===== config.mk =====
export PLATFORM = sky130hd
export DESIGN_NAME = csr_top
export DESIGN_NICKNAME = d
export VERILOG_FILES = /design/src/design/csr_pkg.sv /design/src/design/csr_bus_if.sv /design/src/design/csr_access_ctrl.sv /design/src/design/trap_csrs.sv /design/src/design/perf_counters.sv /design/src/design/csr_top.sv
export SDC_FILE = /design/constraint.sdc
export NUM_CORES = 1
export LEC_CHECK = 0
export BUFFER_PORTS_ARGS = -buffer_cell sky130_fd_sc_hd__buf_2
export CAP_MARGIN = 5
export CORE_ASPECT_RATIO = 0.6
export CORE_MARGIN = 8
export CORE_UTILIZATION = 40
export CTS_BUF_LIST = sky130_fd_sc_hd__clkbuf_4
export CTS_CLUSTER_SIZE = 12
export DETAILED_ROUTE_END_ITERATION = 7
export GPL_ROUTABILITY_DRIVEN = 1
export PLACE_DENSITY_LB_ADDON = 0.08
export SLEW_MARGIN = 30
export SYNTH_ARGS = -nofsm -noshare
export SYNTH_HDL_FRONTEND = slang
export SYNTH_HIERARCHICAL = 1
export SYNTH_SLANG_ARGS = --single-unit

===== constraint.sdc =====
create_clock -name clk_i -period 5.8 [get_ports clk_i]
set_clock_uncertainty 0.15 [all_clocks]
set_input_delay 0.29 -clock clk_i [delete_from_list [all_inputs] [get_ports clk_i]]
set_output_delay 0.29 -clock clk_i [all_outputs]
set_load 0.005 [all_outputs]

===== src/design/csr_pkg.sv =====
/*
 * Shared types of the machine-mode CSR block: data and address types,
 * the CSR operation enum, CSR addresses, bit positions and the misa value.
 */
package csr_pkg;

  // --------------------
  // types
  // --------------------
  typedef logic [11:0] csr_addr_t;
  typedef logic [31:0] csr_data_t;

  // bit 5 marks an interrupt, bits 4:0 hold the code
  typedef logic [5:0]  exc_cause_t;
  typedef logic [14:0] irq_fast_t;

  typedef enum logic [1:0] {
    CSR_OP_READ,
    CSR_OP_WRITE,
    CSR_OP_SET,
    CSR_OP_CLEAR
  } csr_op_e;

  // --------------------
  // csr addresses
  // --------------------
  localparam csr_addr_t CSR_MSTATUS       = 12'h300;
  localparam csr_addr_t CSR_MISA          = 12'h301;
  localparam csr_addr_t CSR_MIE           = 12'h304;
  localparam csr_addr_t CSR_MTVEC         = 12'h305;
  localparam csr_addr_t CSR_MCOUNTINHIBIT = 12'h320;
  localparam csr_addr_t CSR_MSCRATCH      = 12'h340;
  localparam csr_addr_t CSR_MEPC          = 12'h341;
  localparam csr_addr_t CSR_MCAUSE        = 12'h342;
  localparam csr_addr_t CSR_MTVAL         = 12'h343;
  localparam csr_addr_t CSR_MIP           = 12'h344;
  localparam csr_addr_t CSR_MCYCLE        = 12'hB00;
  localparam csr_addr_t CSR_MINSTRET      = 12'hB02;
  localparam csr_addr_t CSR_MCYCLEH       = 12'hB80;
  localparam csr_addr_t CSR_MINSTRETH     = 12'hB82;
  localparam csr_addr_t CSR_MHARTID       = 12'hF14;

  // bit positions in mstatus, mie and mip
  localparam int unsigned MSTATUS_MIE_BIT  = 3;
  localparam int unsigned MSTATUS_MPIE_BIT = 7;
  localparam int unsigned MSIX_BIT         = 3;
  localparam int unsigned MTIX_BIT         = 7;
  localparam int unsigned MEIX_BIT         = 11;
  localparam int unsigned MFIX_LOW         = 16;
  localparam int unsigned MFIX_HIGH        = 30;

  // rv32ic, mxl = 1 for 32 bit
  localparam csr_data_t MISA_VALUE =
      (32'd1 << 2)     // C
    | (32'd1 << 8)     // I
    | (32'd1 << 30);   // mxl

endpackage


===== src/design/csr_bus_if.sv =====
/*
 * Access bus between the CSR access controller and one register bank.
 */
`timescale 1ns/1ps

interface csr_bus_if
  import csr_pkg::*;
();

  csr_addr_t addr;
  // effective write data, already merged for set and clear
  csr_data_t wdata;
  logic      we;
  csr_data_t rdata;
  // bank owns the address
  logic      hit;

  modport ctrl (output addr, output wdata, output we, input rdata, input hit);
  modport bank (input addr, input wdata, input we, output rdata, output hit);

endinterface


===== src/design/csr_access_ctrl.sv =====
/*
 * CSR access controller: operation decode, read data select,
 * illegal access detection and the write enable for both banks.
 */
`timescale 1ns/1ps

module csr_access_ctrl
  import csr_pkg::*;
(
  input  logic      csr_access_i,
  input  logic      instr_new_i,
  input  csr_addr_t csr_addr_i,
  input  csr_op_e   csr_op_i,
  input  csr_data_t csr_wdata_i,
  input  csr_data_t hart_id_i,
  output csr_data_t csr_rdata_o,
  output logic      illegal_csr_o,
  csr_bus_if.ctrl   trap_bus,
  csr_bus_if.ctrl   perf_bus
);

  csr_data_t wdata_eff;
  logic      any_hit;
  logic      wreq;

  // constant registers answered here, banks by their hit
  always_comb begin
    csr_rdata_o = '0;
    any_hit     = 1'b1;
    if (csr_addr_i == CSR_MHARTID) begin
      csr_rdata_o = hart_id_i;
    end else if (csr_addr_i == CSR_MISA) begin
      csr_rdata_o = MISA_VALUE;
    end else if (trap_bus.hit) begin
      csr_rdata_o = trap_bus.rdata;
    end else if (perf_bus.hit) begin
      csr_rdata_o = perf_bus.rdata;
    end else begin
      any_hit = 1'b0;
    end
  end

  // --------------------
  // operation decode
  // --------------------
  always_comb begin
    wreq      = 1'b1;
    wdata_eff = csr_wdata_i;
    case (csr_op_i)
      CSR_OP_WRITE: wdata_eff = csr_wdata_i;
      CSR_OP_SET:   wdata_eff = csr_wdata_i | csr_rdata_o;
      CSR_OP_CLEAR: wdata_eff = ~csr_wdata_i & csr_rdata_o;
      default:      wreq      = 1'b0;
    endcase
  end

  // addr[11:10] == 11 marks a read-only csr
  assign illegal_csr_o = csr_access_i &
                         (~any_hit | (wreq & (csr_addr_i[11:10] == 2'b11)));

  assign trap_bus.addr  = csr_addr_i;
  assign trap_bus.wdata = wdata_eff;
  assign trap_bus.we    = csr_access_i & instr_new_i & wreq & ~illegal_csr_o;

  assign perf_bus.addr  = csr_addr_i;
  assign perf_bus.wdata = wdata_eff;
  assign perf_bus.we    = trap_bus.we;

endmodule


===== src/design/trap_csrs.sv =====
/*
 * Trap and interrupt CSRs: mstatus, mie, mip, mepc, mcause, mtval,
 * mtvec and mscratch, with trap entry, mret and the pending flag.
 */
`timescale 1ns/1ps

module trap_csrs
  import csr_pkg::*;
(
  input  logic       clk_i,
  input  logic       rst_ni,
  input  logic       irq_software_i,
  input  logic       irq_timer_i,
  input  logic       irq_external_i,
  input  irq_fast_t  irq_fast_i,
  input  logic       csr_mtvec_init_i,
  input  csr_data_t  boot_addr_i,
  input  logic       csr_save_cause_i,
  input  logic       csr_save_if_i,
  input  csr_data_t  pc_if_i,
  input  csr_data_t  pc_id_i,
  input  exc_cause_t csr_mcause_i,
  input  csr_data_t  csr_mtval_i,
  input  logic       csr_restore_mret_i,
  output csr_data_t  csr_mtvec_o,
  output csr_data_t  csr_mepc_o,
  output logic       csr_mstatus_mie_o,
  output logic       irq_pending_o,
  csr_bus_if.bank    bus
);

  logic       mstatus_mie_q, mstatus_mie_d;
  logic       mstatus_mpie_q, mstatus_mpie_d;
  logic       mie_sw_q, mie_sw_d;
  logic       mie_tim_q, mie_tim_d;
  logic       mie_ext_q, mie_ext_d;
  irq_fast_t  mie_fast_q, mie_fast_d;
  csr_data_t  mscratch_q, mscratch_d;
  csr_data_t  mepc_q, mepc_d;
  exc_cause_t mcause_q, mcause_d;
  csr_data_t  mtval_q, mtval_d;
  csr_data_t  mtvec_q, mtvec_d;
  csr_data_t  mie_word;
  csr_data_t  mip_word;

  // places the interrupt fields at their mie/mip positions
  function automatic csr_data_t irq_word(logic sw, logic tim, logic ext, irq_fast_t fast);
    csr_data_t w;
    w                     = '0;
    w[MSIX_BIT]           = sw;
    w[MTIX_BIT]           = tim;
    w[MEIX_BIT]           = ext;
    w[MFIX_HIGH:MFIX_LOW] = fast;
    return w;
  endfunction

  assign mie_word = irq_word(mie_sw_q, mie_tim_q, mie_ext_q, mie_fast_q);
  // mip is combinational so a pending line shows at once
  assign mip_word = irq_word(irq_software_i, irq_timer_i, irq_external_i, irq_fast_i) &
                    mie_word;

  // --------------------
  // read side
  // --------------------
  always_comb begin
    bus.rdata = '0;
    bus.hit   = 1'b1;
    case (bus.addr)
      CSR_MSTATUS: begin
        bus.rdata[MSTATUS_MIE_BIT]  = mstatus_mie_q;
        bus.rdata[MSTATUS_MPIE_BIT] = mstatus_mpie_q;
      end
      CSR_MIE:      bus.rdata = mie_word;
      CSR_MIP:      bus.rdata = mip_word;
      CSR_MSCRATCH: bus.rdata = mscratch_q;
      CSR_MEPC:     bus.rdata = mepc_q;
      CSR_MCAUSE:   bus.rdata = {mcause_q[5], 26'b0, mcause_q[4:0]};
      CSR_MTVAL:    bus.rdata = mtval_q;
      CSR_MTVEC:    bus.rdata = mtvec_q;
      default:      bus.hit   = 1'b0;
    endcase
  end

  // --------------------
  // write side
  // --------------------
  always_comb begin
    mstatus_mie_d  = mstatus_mie_q;
    mstatus_mpie_d = mstatus_mpie_q;
    mie_sw_d       = mie_sw_q;
    mie_tim_d      = mie_tim_q;
    mie_ext_d      = mie_ext_q;
    mie_fast_d     = mie_fast_q;
    mscratch_d     = mscratch_q;
    mepc_d         = mepc_q;
    mcause_d       = mcause_q;
    mtval_d        = mtval_q;
    // vectored mode, base on 256 byte boundary
    mtvec_d        = csr_mtvec_init_i ? {boot_addr_i[31:8], 6'b0, 2'b01} : mtvec_q;

    if (bus.we) begin
      case (bus.addr)
        CSR_MSTATUS: begin
          mstatus_mie_d  = bus.wdata[MSTATUS_MIE_BIT];
          mstatus_mpie_d = bus.wdata[MSTATUS_MPIE_BIT];
        end
        CSR_MIE: begin
          mie_sw_d   = bus.wdata[MSIX_BIT];
          mie_tim_d  = bus.wdata[MTIX_BIT];
          mie_ext_d  = bus.wdata[MEIX_BIT];
          mie_fast_d = bus.wdata[MFIX_HIGH:MFIX_LOW];
        end
        CSR_MSCRATCH: mscratch_d = bus.wdata;
        CSR_MEPC:     mepc_d     = {bus.wdata[31:1], 1'b0};
        CSR_MCAUSE:   mcause_d   = {bus.wdata[31], bus.wdata[4:0]};
        CSR_MTVAL:    mtval_d    = bus.wdata;
        CSR_MTVEC:    mtvec_d    = {bus.wdata[31:8], 6'b0, 2'b01};
        default: ;
      endcase
    end

    // trap entry and mret win over a csr write
    if (csr_save_cause_i) begin
      mepc_d         = csr_save_if_i ? {pc_if_i[31:1], 1'b0} : {pc_id_i[31:1], 1'b0};
      mcause_d       = csr_mcause_i;
      mtval_d        = csr_mtval_i;
      mstatus_mpie_d = mstatus_mie_q;
      mstatus_mie_d  = 1'b0;
    end else if (csr_restore_mret_i) begin
      mstatus_mie_d  = mstatus_mpie_q;
      mstatus_mpie_d = 1'b1;
    end
  end

  always_ff @(posedge clk_i or negedge rst_ni) begin
    if (!rst_ni) begin
      mstatus_mie_q  <= 1'b0;
      mstatus_mpie_q <= 1'b1;
      mie_sw_q       <= 1'b0;
      mie_tim_q      <= 1'b0;
      mie_ext_q      <= 1'b0;
      mie_fast_q     <= '0;
      mscratch_q     <= '0;
      mepc_q         <= '0;
      mcause_q       <= '0;
      mtval_q        <= '0;
      mtvec_q        <= 32'h1;
    end else begin
      mstatus_mie_q  <= mstatus_mie_d;
      mstatus_mpie_q <= mstatus_mpie_d;
      mie_sw_q       <= mie_sw_d;
      mie_tim_q      <= mie_tim_d;
      mie_ext_q      <= mie_ext_d;
      mie_fast_q     <= mie_fast_d;
      mscratch_q     <= mscratch_d;
      mepc_q         <= mepc_d;
      mcause_q       <= mcause_d;
      mtval_q        <= mtval_d;
      mtvec_q        <= mtvec_d;
    end
  end

  assign csr_mtvec_o       = mtvec_q;
  assign csr_mepc_o        = mepc_q;
  assign csr_mstatus_mie_o = mstatus_mie_q;
  assign irq_pending_o     = |mip_word;

endmodule


===== src/design/perf_counters.sv =====
/*
 * Machine counters mcycle and minstret with their high halves,
 * and mcountinhibit.
 */
`timescale 1ns/1ps

module perf_counters
  import csr_pkg::*;
#(
  parameter int unsigned CounterWidth = 64
) (
  input  logic    clk_i,
  input  logic    rst_ni,
  input  logic    instr_ret_i,
  csr_bus_if.bank bus
);

  typedef logic [63:0] cnt_t;

  // bits above CounterWidth read as zero
  localparam cnt_t CntMask = cnt_t'((65'd1 << CounterWidth) - 65'd1);

  // index 0 is mcycle, index 1 is minstret
  cnt_t       cnt_q [2];
  cnt_t       cnt_d [2];
  logic [1:0] incr;
  logic [1:0] we_lo;
  logic [1:0] we_hi;
  logic [1:0] inhibit_q;
  logic       inhibit_we;

  // --------------------
  // address decode
  // --------------------
  always_comb begin
    bus.rdata  = '0;
    bus.hit    = 1'b1;
    we_lo      = '0;
    we_hi      = '0;
    inhibit_we = 1'b0;
    case (bus.addr)
      CSR_MCOUNTINHIBIT: begin
        bus.rdata  = {29'b0, inhibit_q[1], 1'b0, inhibit_q[0]};
        inhibit_we = bus.we;
      end
      CSR_MCYCLE: begin
        bus.rdata = cnt_q[0][31:0];
        we_lo[0]  = bus.we;
      end
      CSR_MCYCLEH: begin
        bus.rdata = cnt_q[0][63:32];
        we_hi[0]  = bus.we;
      end
      CSR_MINSTRET: begin
        bus.rdata = cnt_q[1][31:0];
        we_lo[1]  = bus.we;
      end
      CSR_MINSTRETH: begin
        bus.rdata = cnt_q[1][63:32];
        we_hi[1]  = bus.we;
      end
      default: bus.hit = 1'b0;
    endcase
  end

  assign incr[0] = ~inhibit_q[0];
  assign incr[1] = instr_ret_i & ~inhibit_q[1];

  // a write replaces the increment of that cycle
  always_comb begin
    for (int i = 0; i < 2; i++) begin
      if (we_lo[i]) begin
        cnt_d[i] = CntMask & {cnt_q[i][63:32], bus.wdata};
      end else if (we_hi[i]) begin
        cnt_d[i] = CntMask & {bus.wdata, cnt_q[i][31:0]};
      end else if (incr[i]) begin
        cnt_d[i] = CntMask & (cnt_q[i] + 64'd1);
      end else begin
        cnt_d[i] = cnt_q[i];
      end
    end
  end

  always_ff @(posedge clk_i or negedge rst_ni) begin
    if (!rst_ni) begin
      inhibit_q <= '0;
      cnt_q[0]  <= '0;
      cnt_q[1]  <= '0;
    end else begin
      // only ir and cy are writable
      if (inhibit_we) begin
        inhibit_q <= {bus.wdata[2], bus.wdata[0]};
      end
      cnt_q[0] <= cnt_d[0];
      cnt_q[1] <= cnt_d[1];
    end
  end

endmodule


===== src/design/csr_top.sv =====
/*
 * CSR block top level: access controller, trap bank and counter bank.
 */
`timescale 1ns/1ps

module csr_top
  import csr_pkg::*;
#(
  parameter int unsigned CounterWidth = 64
) (
  input  logic       clk_i,
  input  logic       rst_ni,
  input  csr_data_t  hart_id_i,

  // csr access
  input  logic       csr_access_i,
  input  logic       instr_new_i,
  input  csr_addr_t  csr_addr_i,
  input  csr_op_e    csr_op_i,
  input  csr_data_t  csr_wdata_i,
  output csr_data_t  csr_rdata_o,
  output logic       illegal_csr_o,

  // interrupts
  input  logic       irq_software_i,
  input  logic       irq_timer_i,
  input  logic       irq_external_i,
  input  irq_fast_t  irq_fast_i,
  output logic       irq_pending_o,

  // trap control
  input  logic       csr_mtvec_init_i,
  input  csr_data_t  boot_addr_i,
  input  logic       csr_save_cause_i,
  input  logic       csr_save_if_i,
  input  csr_data_t  pc_if_i,
  input  csr_data_t  pc_id_i,
  input  exc_cause_t csr_mcause_i,
  input  csr_data_t  csr_mtval_i,
  input  logic       csr_restore_mret_i,
  output csr_data_t  csr_mtvec_o,
  output csr_data_t  csr_mepc_o,
  output logic       csr_mstatus_mie_o,

  // counters
  input  logic       instr_ret_i
);

  csr_bus_if trap_bus ();
  csr_bus_if perf_bus ();

  csr_access_ctrl u_ctrl (
    .csr_access_i  (csr_access_i),
    .instr_new_i   (instr_new_i),
    .csr_addr_i    (csr_addr_i),
    .csr_op_i      (csr_op_i),
    .csr_wdata_i   (csr_wdata_i),
    .hart_id_i     (hart_id_i),
    .csr_rdata_o   (csr_rdata_o),
    .illegal_csr_o (illegal_csr_o),
    .trap_bus      (trap_bus.ctrl),
    .perf_bus      (perf_bus.ctrl)
  );

  trap_csrs u_trap (
    .clk_i              (clk_i),
    .rst_ni             (rst_ni),
    .irq_software_i     (irq_software_i),
    .irq_timer_i        (irq_timer_i),
    .irq_external_i     (irq_external_i),
    .irq_fast_i         (irq_fast_i),
    .csr_mtvec_init_i   (csr_mtvec_init_i),
    .boot_addr_i        (boot_addr_i),
    .csr_save_cause_i   (csr_save_cause_i),
    .csr_save_if_i      (csr_save_if_i),
    .pc_if_i            (pc_if_i),
    .pc_id_i            (pc_id_i),
    .csr_mcause_i       (csr_mcause_i),
    .csr_mtval_i        (csr_mtval_i),
    .csr_restore_mret_i (csr_restore_mret_i),
    .csr_mtvec_o        (csr_mtvec_o),
    .csr_mepc_o         (csr_mepc_o),
    .csr_mstatus_mie_o  (csr_mstatus_mie_o),
    .irq_pending_o      (irq_pending_o),
    .bus                (trap_bus.bank)
  );

  perf_counters #(
    .CounterWidth (CounterWidth)
  ) u_perf (
    .clk_i       (clk_i),
    .rst_ni      (rst_ni),
    .instr_ret_i (instr_ret_i),
    .bus         (perf_bus.bank)
  );

endmodule


==> results of run 1 <==
-- sequential cells by signal, summed over array words and instances, names as in the netlist --
name,flops
u_trap/mstatus_mpie_q,1
u_trap/csr_mstatus_mie_o,1
u_perf/inhibit_q,2
u_trap/csr_mtvec_o,32
u_trap/mtval_q,32
u_trap/mie_fast_q,15
u_trap/mscratch_q,32
u_trap/mie_tim_q,1
u_trap/mie_sw_q,1
u_perf/cnt_q,128
u_trap/csr_mepc_o,31
u_trap/mie_ext_q,1
u_trap/mcause_q,6
-- cell usage in the layout, fill, tap and decap left out, types with 64 or more instances in the layout --
master | synthesis | final
dfrtp_1 | 281 | 281
mux2_2 | 71 | 71
nand2_1 | 268 | 268
nor2_1 | 93 | 89
buf_4 | 58 | 98
nand2b_1 | 75 | 75
buf_2 | 25 | 324
o21ai_0 | 142 | 139
dlygate4sd3_1 | 0 | 184
nand3_1 | 111 | 111
clkbuf_4 | 0 | 114
a22oi_1 | 64 | 64
nor2b_1 | 66 | 65
-- cell type report --
cell class                 instances  area share
sequential                       283      0.2839
tap                              650     0.03259
inverter                          47    0.007069
timing repair buffer             611      0.1721
antenna                            2   0.0002005
clock buffer                     114     0.03429
multi-input combinational       1732      0.4648
clock inverter                    13    0.005164
-- metrics by stage --
step / util / setup WS, ns / total power, W
after global routing: 0.5049 / 0.9640 / 0.005209
after global placement: 0.4471 / 1.288 / 0.002938
final: 0.5049 / 1.250 / 0.005000
after detailed placement: 0.4473 / 1.303 / 0.002947
after floorplan: - / 1.736 / 0.002565
after CTS: 0.5044 / 1.126 / 0.005014
-- logic make-up (layout without fill, tap and decap cells) --
kind of cell | Yosys count | after routing | share of synthesized area
muxes | 124 | 124 | 0.06963
xor gates and xnor gates | 69 | 69 | 0.03019
buffers and inverters | 282 | 785 | 0.07213
AOI/OAI and AO/OA | 573 | 573 | 0.2100
DFF | 283 | 283 | 0.3539
other | 1 | 3 | 0.0001873
and+or+nand+nor | 963 | 963 | 0.2628
adders and majority gates | 2 | 2 | 0.001250
-- routing by layer --
metal	part of all wire	up-vias
li1	-	9571
met1	0.44	10710
met2	0.41	1363
met3	0.12	172
met4	0.025	2
met5	0.00013	-
-- path summary, 6_finish.rpt --
check                                 startpoint                     to  slack, ns  depth (start not counted)
setup / recovery                  csr_addr_i[11]        csr_rdata_o[24]       1.25                          9
hold / removal                      hart_id_i[5]   u_trap/mscratch_q[5]       0.07                          5
setup reg to reg                u_perf/cnt_q[29]       u_perf/cnt_q[52]       2.07                          6
hold reg to reg            u_trap/mscratch_q[27]  u_trap/mscratch_q[27]       0.36                          1
max in group asynchronous                 rst_ni     u_trap/mtval_q[14]       3.56                          4
min in group asynchronous                 rst_ni       u_perf/cnt_q[60]       0.54                          3
-- power groups by stage --
| stage | Combinational (W) | Sequential (W) | Clock [W] |
|---|---|---|---|
| after floorplan | 0.000369 | 0.00220 | 0 |
| after global placement | 0.000680 | 0.00226 | 0 |
| after detailed placement | 0.000691 | 0.00226 | 0 |
| after CTS | 0.000805 | 0.00222 | 0.00199 |
| after global routing | 0.000878 | 0.00224 | 0.00209 |
| final | 0.000819 | 0.00223 | 0.00195 |
-- worst reg2reg max path: cells and delay by family (launching register included) --
| kind | cells | cell delay (ns) |
|---|---|---|
| AO/OA/AOI/OAI | 1 | 0.08 |
| XOR/XNOR | 1 | 0.19 |
| flip-flops | 1 | 0.54 |
| AND/OR/NAND/NOR | 4 | 2.64 |
==> summary.md, run 1 <==
| Metric | Value |
|---|---|
| Max stage delay on crit path | 0.86 ns |
| Full die area | just under 60000 um^2 |
| Top cells by area, synth | dfrtp_1 (35%), nand2_1 (5.0%), mux2_2 (4.0%) |
| Power Internal | 0.003442 W |
| Grt ovf | 0 |
| Cells after synthesis | approximately 2300 |
| CTS tree | done |
| Status | finished with violations |
| Vias in the first global route | 20770 |
| Largest net degree at the start of global routing | around 130 |
| Synthesis Warnings | 6 |
| Proportion of layout cells with a drive suffix above 1 | 0.2421 |
| Boundary pin count | around 340 |
| Met1 usage in global routing | 0.4690 |
| NetSw | about 0.0016 W |
| Pins Over Slew Limit | 0 |
| RSZ-0062 raised after global routing | no |
| Hold Buf Count CTS | 184 |
| Clock Power Share | 0.390 |
| TNS Setup | 0 ns |
| Distinct cell type count after synthesis | 87 |
| Post-synth EDFFs | 0 |
| CP startpoint kind | input pin |
| Worst slew pin tran | 0.9883 ns |
| Cell taking the most area after synthesis | dfrtp_1 |
| Root Buffer | clkbuf_4 |
| Synth Cell Area | 20020 um^2 |
| Cell Chain, Critical Path | dlygate4sd3_1 > buf_2 > nor4b_4 > nand2_1 > o21bai_1 > nor2b_2 > a22oi_1 > o21ai_0 > buf_2 |
| Register Area | a little over 7000 um^2 |
| Placed cell count | between 3000 and 4000 |
| Final Hold Fails | 0 |
| Die H | 189.3 um |
| First-pass GRT wire length | 140300 um |
| Vias/cell | between 6 and 7 |
| Pleak | 10.40 nW |
| Post-synth top area share | 0.3513 |
| Synthesized flop and latch total | 283 |
| Worst min path class | in -> reg |
| DRT antenna net count | 0 |
| Worst vdd ir | 0.1568 mV |
| Slew headroom | 0.3341 |
| Starting Density | 0.4050 |
| Highest-delay cell along the critical path | o21ai_0 |
| Non-filler cells, final | roughly 3500 |
| Post-CTS sizing | 0 |
| IO Port Bufs | 326 |
| Worst-path clk slew | 0.07 ns |
| Met2 GRT Util | 0.4450 |
| CP dominant cell by count | buf_2 |
| Top Family by Delay on Critical Path | simple AND/OR/NAND/NOR gates |
| CTS max path bufs | 3 |
| Global Route Usage Sum | 0.3193 |
| Net Sw Frac | 0.3116 |
| Data required, critical path | between 5 and 6 ns |
| Core area | 49420 um^2 |
| Pre-antenna DRT Iters | 8 |
| Final Wtd Congestion | 0.9815 |
| Initial antenna violation count | 3 |
| M3 GR Usage | 0.1016 |
| Post-synth ARST share | 1.000 |
| Commonest cells post-synth | dfrtp_1 (281), nand2_1 (268), o21ai_0 (142) |
| Drt wl/cell | 27.97 um |
| Setup Viol. Count Final | 0 |
| Hold_ws | 0.07155 ns |
| Worst Path Arrival | 4.11 ns |
| Multi-input logic area | 11600 um^2 |
| CP Buf/Inv Count | 3 |
| DP HPWL | 71230 um |
| Syn_area_per_cell | 8.715 um^2 |
| Register area share after synthesis | 0.3539 |
| Synthesis-to-layout area growth | 24.67% |
| Detailed-route via count | ~22000 |
| Fillers | 4689 |
| Postcts setup bufs | 0 |
| GR peak layer | met1 |
| Dpl cell area | about 22000 um^2 |
| Fin crit share | 0.7846 |
| Synth Flop Type | dfrtp_1 |
| Routed WL | 96560 um |
| Syn_nets | 2538 |
| CP max FO | 12 |
| Fmax | ~220 MHz |
| Design Area, Final | 24960 um^2 |
| Crit. End Element | output port |
| Nets@finish | 2992 |
| Die width | 304.8 um |
| Most frequent cell after synthesis | dfrtp_1 |
| Worst skew pair latency | 0.80 ns |
| Drt drc | 16 |
| H-Tree Level Count | 3 |
| Kind of critical path | in -> out |
| Min cycle time layout | approximately 4.6 ns |
| CTS Buf Count | 76 |
| Sequential share of power | 0.446 |
| Cell Pwr Density | 200.3 nW/um^2 |
| Initial drt markers | between 3000 and 4000 |
| Max-cap viol count | 0 |
| Power share of the combinational group | 0.164 |
| Row count | 63 |
| CTS Sinks | 283 |
| Failing checks | design-rule violations |
No activity file was read; power rests on OpenSTA's default activity.
==> run 2: changes to the inputs <==
--- a/config.mk
+++ b/config.mk
@@ -5,6 +5,7 @@
 export SDC_FILE = /design/constraint.sdc
 export NUM_CORES = 1
 export LEC_CHECK = 0
+export ABC_AREA = 1
 export BUFFER_PORTS_ARGS = -buffer_cell sky130_fd_sc_hd__buf_2
 export CAP_MARGIN = 5
 export CORE_ASPECT_RATIO = 0.6
==> constraint.sdc (replaced) <==
create_clock -name clk_i -period 3.6 [get_ports clk_i]
set_clock_uncertainty 0.15 [all_clocks]
set_input_delay 0.18 -clock clk_i [delete_from_list [all_inputs] [get_ports clk_i]]
set_output_delay 0.18 -clock clk_i [all_outputs]
set_load 0.005 [all_outputs]
==> summary.md, run 2 <==
| Metric | Value |
|---|---|
| Fmax | 285.0 MHz |
| Worst vdd ir | 0.2031 mV (was 0.1568 mV) |
| Drt drc | 0 (was 16) |
| Boundary pin count | 338 (unchanged) |
| Synthesized flop and latch total | 283 (unchanged) |
| CTS Buf Count | 80 (was 76) |
| Grt ovf | 0 (unchanged) |
| Die H | 200.0 um (was 189.3 um) |
| Drt wl/cell | 21.59 um (was 27.97 um) |
| Synth Area in Simple Gates | 0.4962 (was 0.2628) |
| Hold_ws | 0.03050 ns (was 0.07155 ns) |
| Worst slew pin tran | 0.9654 ns (was 0.9883 ns) |
| Synth Flop Type | dfrtp_1 (unchanged) |
| Full die area | 64540 um^2 (was 57690 um^2) |
| Hold Crit Depth | 8 (was 5) |
| Initial drt markers | 3902 (was 3124) |
| Post-synth EDFFs | 0 (unchanged) |
| Root Buffer | clkbuf_4 (unchanged) |
| Crit. End Element | flip-flop (was output port) |
| Global Route Usage Sum | 0.3370 (was 0.3193) |
| Top cells by area, synth | dfrtp_1 (31%), nand2_1 (23%), nand3_1 (9.9%) (was dfrtp_1 (35%), nand2_1 (5.0%), mux2_2 (4.0%)) |
| Min cycle time layout | 3.508 ns |
| Syn_area_per_cell | 6.131 um^2 (was 8.715 um^2) |
| Status | complete, no violations (was finished with violations) |
| Pre-antenna DRT Iters | 7 (was 8) |
| Routed WL | 111800 um (was 96560 um) |
| FF-to-FF path depth | 14 (was 6) |
| Adder-cell share of the synthesized area | 0.001109 (was 0.001250) |
| Data required, critical path | 4.24 ns (was 5.36 ns) |
| CTS max path bufs | 3 (unchanged) |
| DP HPWL | 80610 um (was 71230 um) |
| Post-synth ARST share | 1.000 (unchanged) |
| Mux share of post-synthesis cell area | 0 (was 0.06963) |
| Max stage delay on crit path | 0.60 ns (was 0.86 ns) |
| Final Hold Fails | 0 (unchanged) |
| CP Launch Point | csr_addr_i[6] (was csr_addr_i[11]) |
| Die width | 322.7 um (was 304.8 um) |
| Cells after synthesis | 3682 (was 2297) |
| Highest-delay cell along the critical path | dlygate4sd3_1 (was o21ai_0) |
| Commonest cells after routing, fill and taps aside | nand2_1 (1410), nor2_1 (548), nand3_1 (442), dlygate4sd3_1 (388), buf_2 (324) (was buf_2 (324), dfrtp_1 (281), nand2_1 (268), dlygate4sd3_1 (184), o21ai_0 (139)) |
| Kind of critical path | in -> reg (was in -> out) |
| Synthesis-to-layout area growth | 32.47% (was 24.67%) |
| Pins Over Slew Limit | 0 (unchanged) |
| Setup Viol. Count Final | 0 (unchanged) |
| Nets@finish | 4600 (was 2992) |
| CTS Sinks | 283 (unchanged) |
| Worst r2r src | u_perf/cnt_q[98] (was u_perf/cnt_q[29]) |
| H-Tree Level Count | 3 (unchanged) |
| Non-filler cells, final | 5177 (was 3452) |
| Worst min path class | in -> reg (unchanged) |
| Most frequent cell after synthesis | nand2_1 (was dfrtp_1) |
| Cell taking the most area after synthesis | dfrtp_1 (unchanged) |
| Fin crit share | 0.9745 |
| Vias in the first global route | 26050 (was 20770) |
| Hold path start | hart_id_i[11] (was hart_id_i[5]) |
| IO Port Bufs | 326 (unchanged) |
| Register area share after synthesis | 0.3138 (was 0.3539) |
| Worst-path clk slew | 0.08 ns (was 0.07 ns) |
| Initial antenna violation count | 4 (was 3) |
| CP max FO | 12 (unchanged) |
| Final Wtd Congestion | 0.9876 (was 0.9815) |
| Most common cell after layout, fill and taps aside | nand2_1 (was buf_2) |
| Cell Chain, Critical Path | buf_2 > inv_1 > nand3_1 > nor2_4 > dlygate4sd3_1 > nand2_1 > inv_2 > a21oi_2 > inv_1 > inv_1 > nor2_4 > buf_12 > nand2_1 > nand2_1 > nand3_2 > nand2_2 > nand2_1 > nand2_1 > dlygate4sd3_1 > inv_1 > o22ai_1 > dlygate4sd3_1 > nand2_1 > nand2_1 (was dlygate4sd3_1 > buf_2 > nor4b_4 > nand2_1 > o21bai_1 > nor2b_2 > a22oi_1 > o21ai_0 > buf_2) |
| CP dominant cell by count | nand2_1 (was buf_2) |
| Starting Density | 0.4043 (was 0.4050) |
| Distinct cell type count after synthesis | 42 (was 87) |
| Row count | 67 (was 63) |
| Xor-xnor portion of the synthesized cell area | 0.02367 (was 0.03019) |
| Compound-Gate Fraction of Synth Area | 0.06535 (was 0.2100) |
| Slew headroom | 0.3564 (was 0.3341) |
| Max-cap viol count | 0 (unchanged) |
| Vias/cell | 5.455 (was 6.321) |
| DRT antenna net count | 0 (unchanged) |
| Synth Cell Area | 22570 um^2 (was 20020 um^2) |
| CTS tree | done (unchanged) |
| Power, Total | 0.008156 W (was 0.005000 W) |
| Main combinational cell family by area after synthesis | simple AND/OR/NAND/NOR gates (unchanged) |
| TNS Setup | 0 ns (unchanged) |
| Synthesis Warnings | 6 (unchanged) |
| Commonest cells post-synth | nand2_1 (1411), nor2_1 (551), nand3_1 (445) (was dfrtp_1 (281), nand2_1 (268), o21ai_0 (142)) |
| Syn_nets | 3923 (was 2538) |
| Post-synth top area share | 0.3115 (was 0.3513) |
| Worst Path Arrival | 4.15 ns (was 4.11 ns) |
| Top reg by flops | u_perf/cnt_q (unchanged) |
| Pleak | 14.98 nW (was 10.40 nW) |
| Max FFs per register | 128 (unchanged) |
| Detailed-route via count | 28240 (was 21820) |
| CP startpoint kind | input pin (unchanged) |
| Proportion of layout cells with a drive suffix above 1 | 0.1658 (was 0.2421) |
| First-pass GRT wire length | 165600 um (was 140300 um) |
| Worst skew pair latency | 0.85 ns (was 0.80 ns) |
| Cell Pwr Density | 272.7 nW/um^2 (was 200.3 nW/um^2) |
| Core area | 55830 um^2 (was 49420 um^2) |
| Placed cell count | 4638 (was 3138) |
| Largest net degree at the start of global routing | 90 (was 128) |
==> run 2: cell type report <==
cell class / count / area, um^2
diodes: 2 / 5.005
clock buffers: 122 / 915.9
clock inverters: 17 / 120.1
fillers: 5700 / 25930
inverters: 237 / 890.9
multi-input cells: 2932 / 13310
flip-flops and latches: 283 / 7084
well taps: 759 / 949.7
repair buffers: 825 / 6624
==> run 2: timing repair <==
item                                   CTS  global route
setup buffers                            0             8
setup endpoints to repair                0            51
endpoints found under the hold margin  559             6
hold buffers                           390             3
resized for setup                        0            16
==> run 2: routing by layer <==
layer,share of wire,global-route usage
met1,0.46,0.5144
met2,0.39,0.4507
met3,0.13,0.09915
met4,0.026,0.09388
met5,0.00012,0
==> run 2: report_power, final <==
| group | switching (W) | internal (W) | total, W | leakage (nW) |
|---|---|---|---|---|
| Combinational | 0.000743 | 0.000680 | 0.00142 | 10.8 |
| Clock | 0.00161 | 0.00168 | 0.00328 | 0.620 |
| Sequential | 0.000139 | 0.00331 | 0.00345 | 3.60 |
==> run 2: kinds of logic after synthesis <==
| family | after synthesis |
|---|---|
| xor+xnor | 61 |
| fa+ha+maj | 2 |
| other cells | 1 |
| compound gates | 263 |
| flops | 283 |
| simple gates | 2605 |
| buf+inv | 467 |
==> run 2: final timing paths <==
check                                   endpoint  slack (ns)
min in group asynchronous  u_trap/csr_mtvec_o[0]        0.38
min reg2reg                 u_trap/mscratch_q[5]        0.34
min                             u_perf/cnt_q[75]        0.03
max in group asynchronous       u_perf/cnt_q[55]        2.50
max reg2reg                    u_trap/mtval_q[2]        0.15
max                        u_trap/csr_mepc_o[29]        0.09
==> run 2: metrics by stage <==
stage                     utilization  area, um^2  setup slack [ns]
after global placement         0.4447       24830            0.4236
after global routing           0.5356       29900          -0.01173
after floorplan                     -       22570            0.5090
final                          0.5356       29900           0.09163
after CTS                      0.5335       29780          0.006999
after detailed placement       0.4447       24830            0.3841
==> run 2: worst max-delay path, delay by kind of cell <==
kind,cells,cell delay [ns]
AND/OR/NAND/NOR,12,1.18
buffers and inverters,10,2.54
AO/OA/AOI/OAI,2,0.23
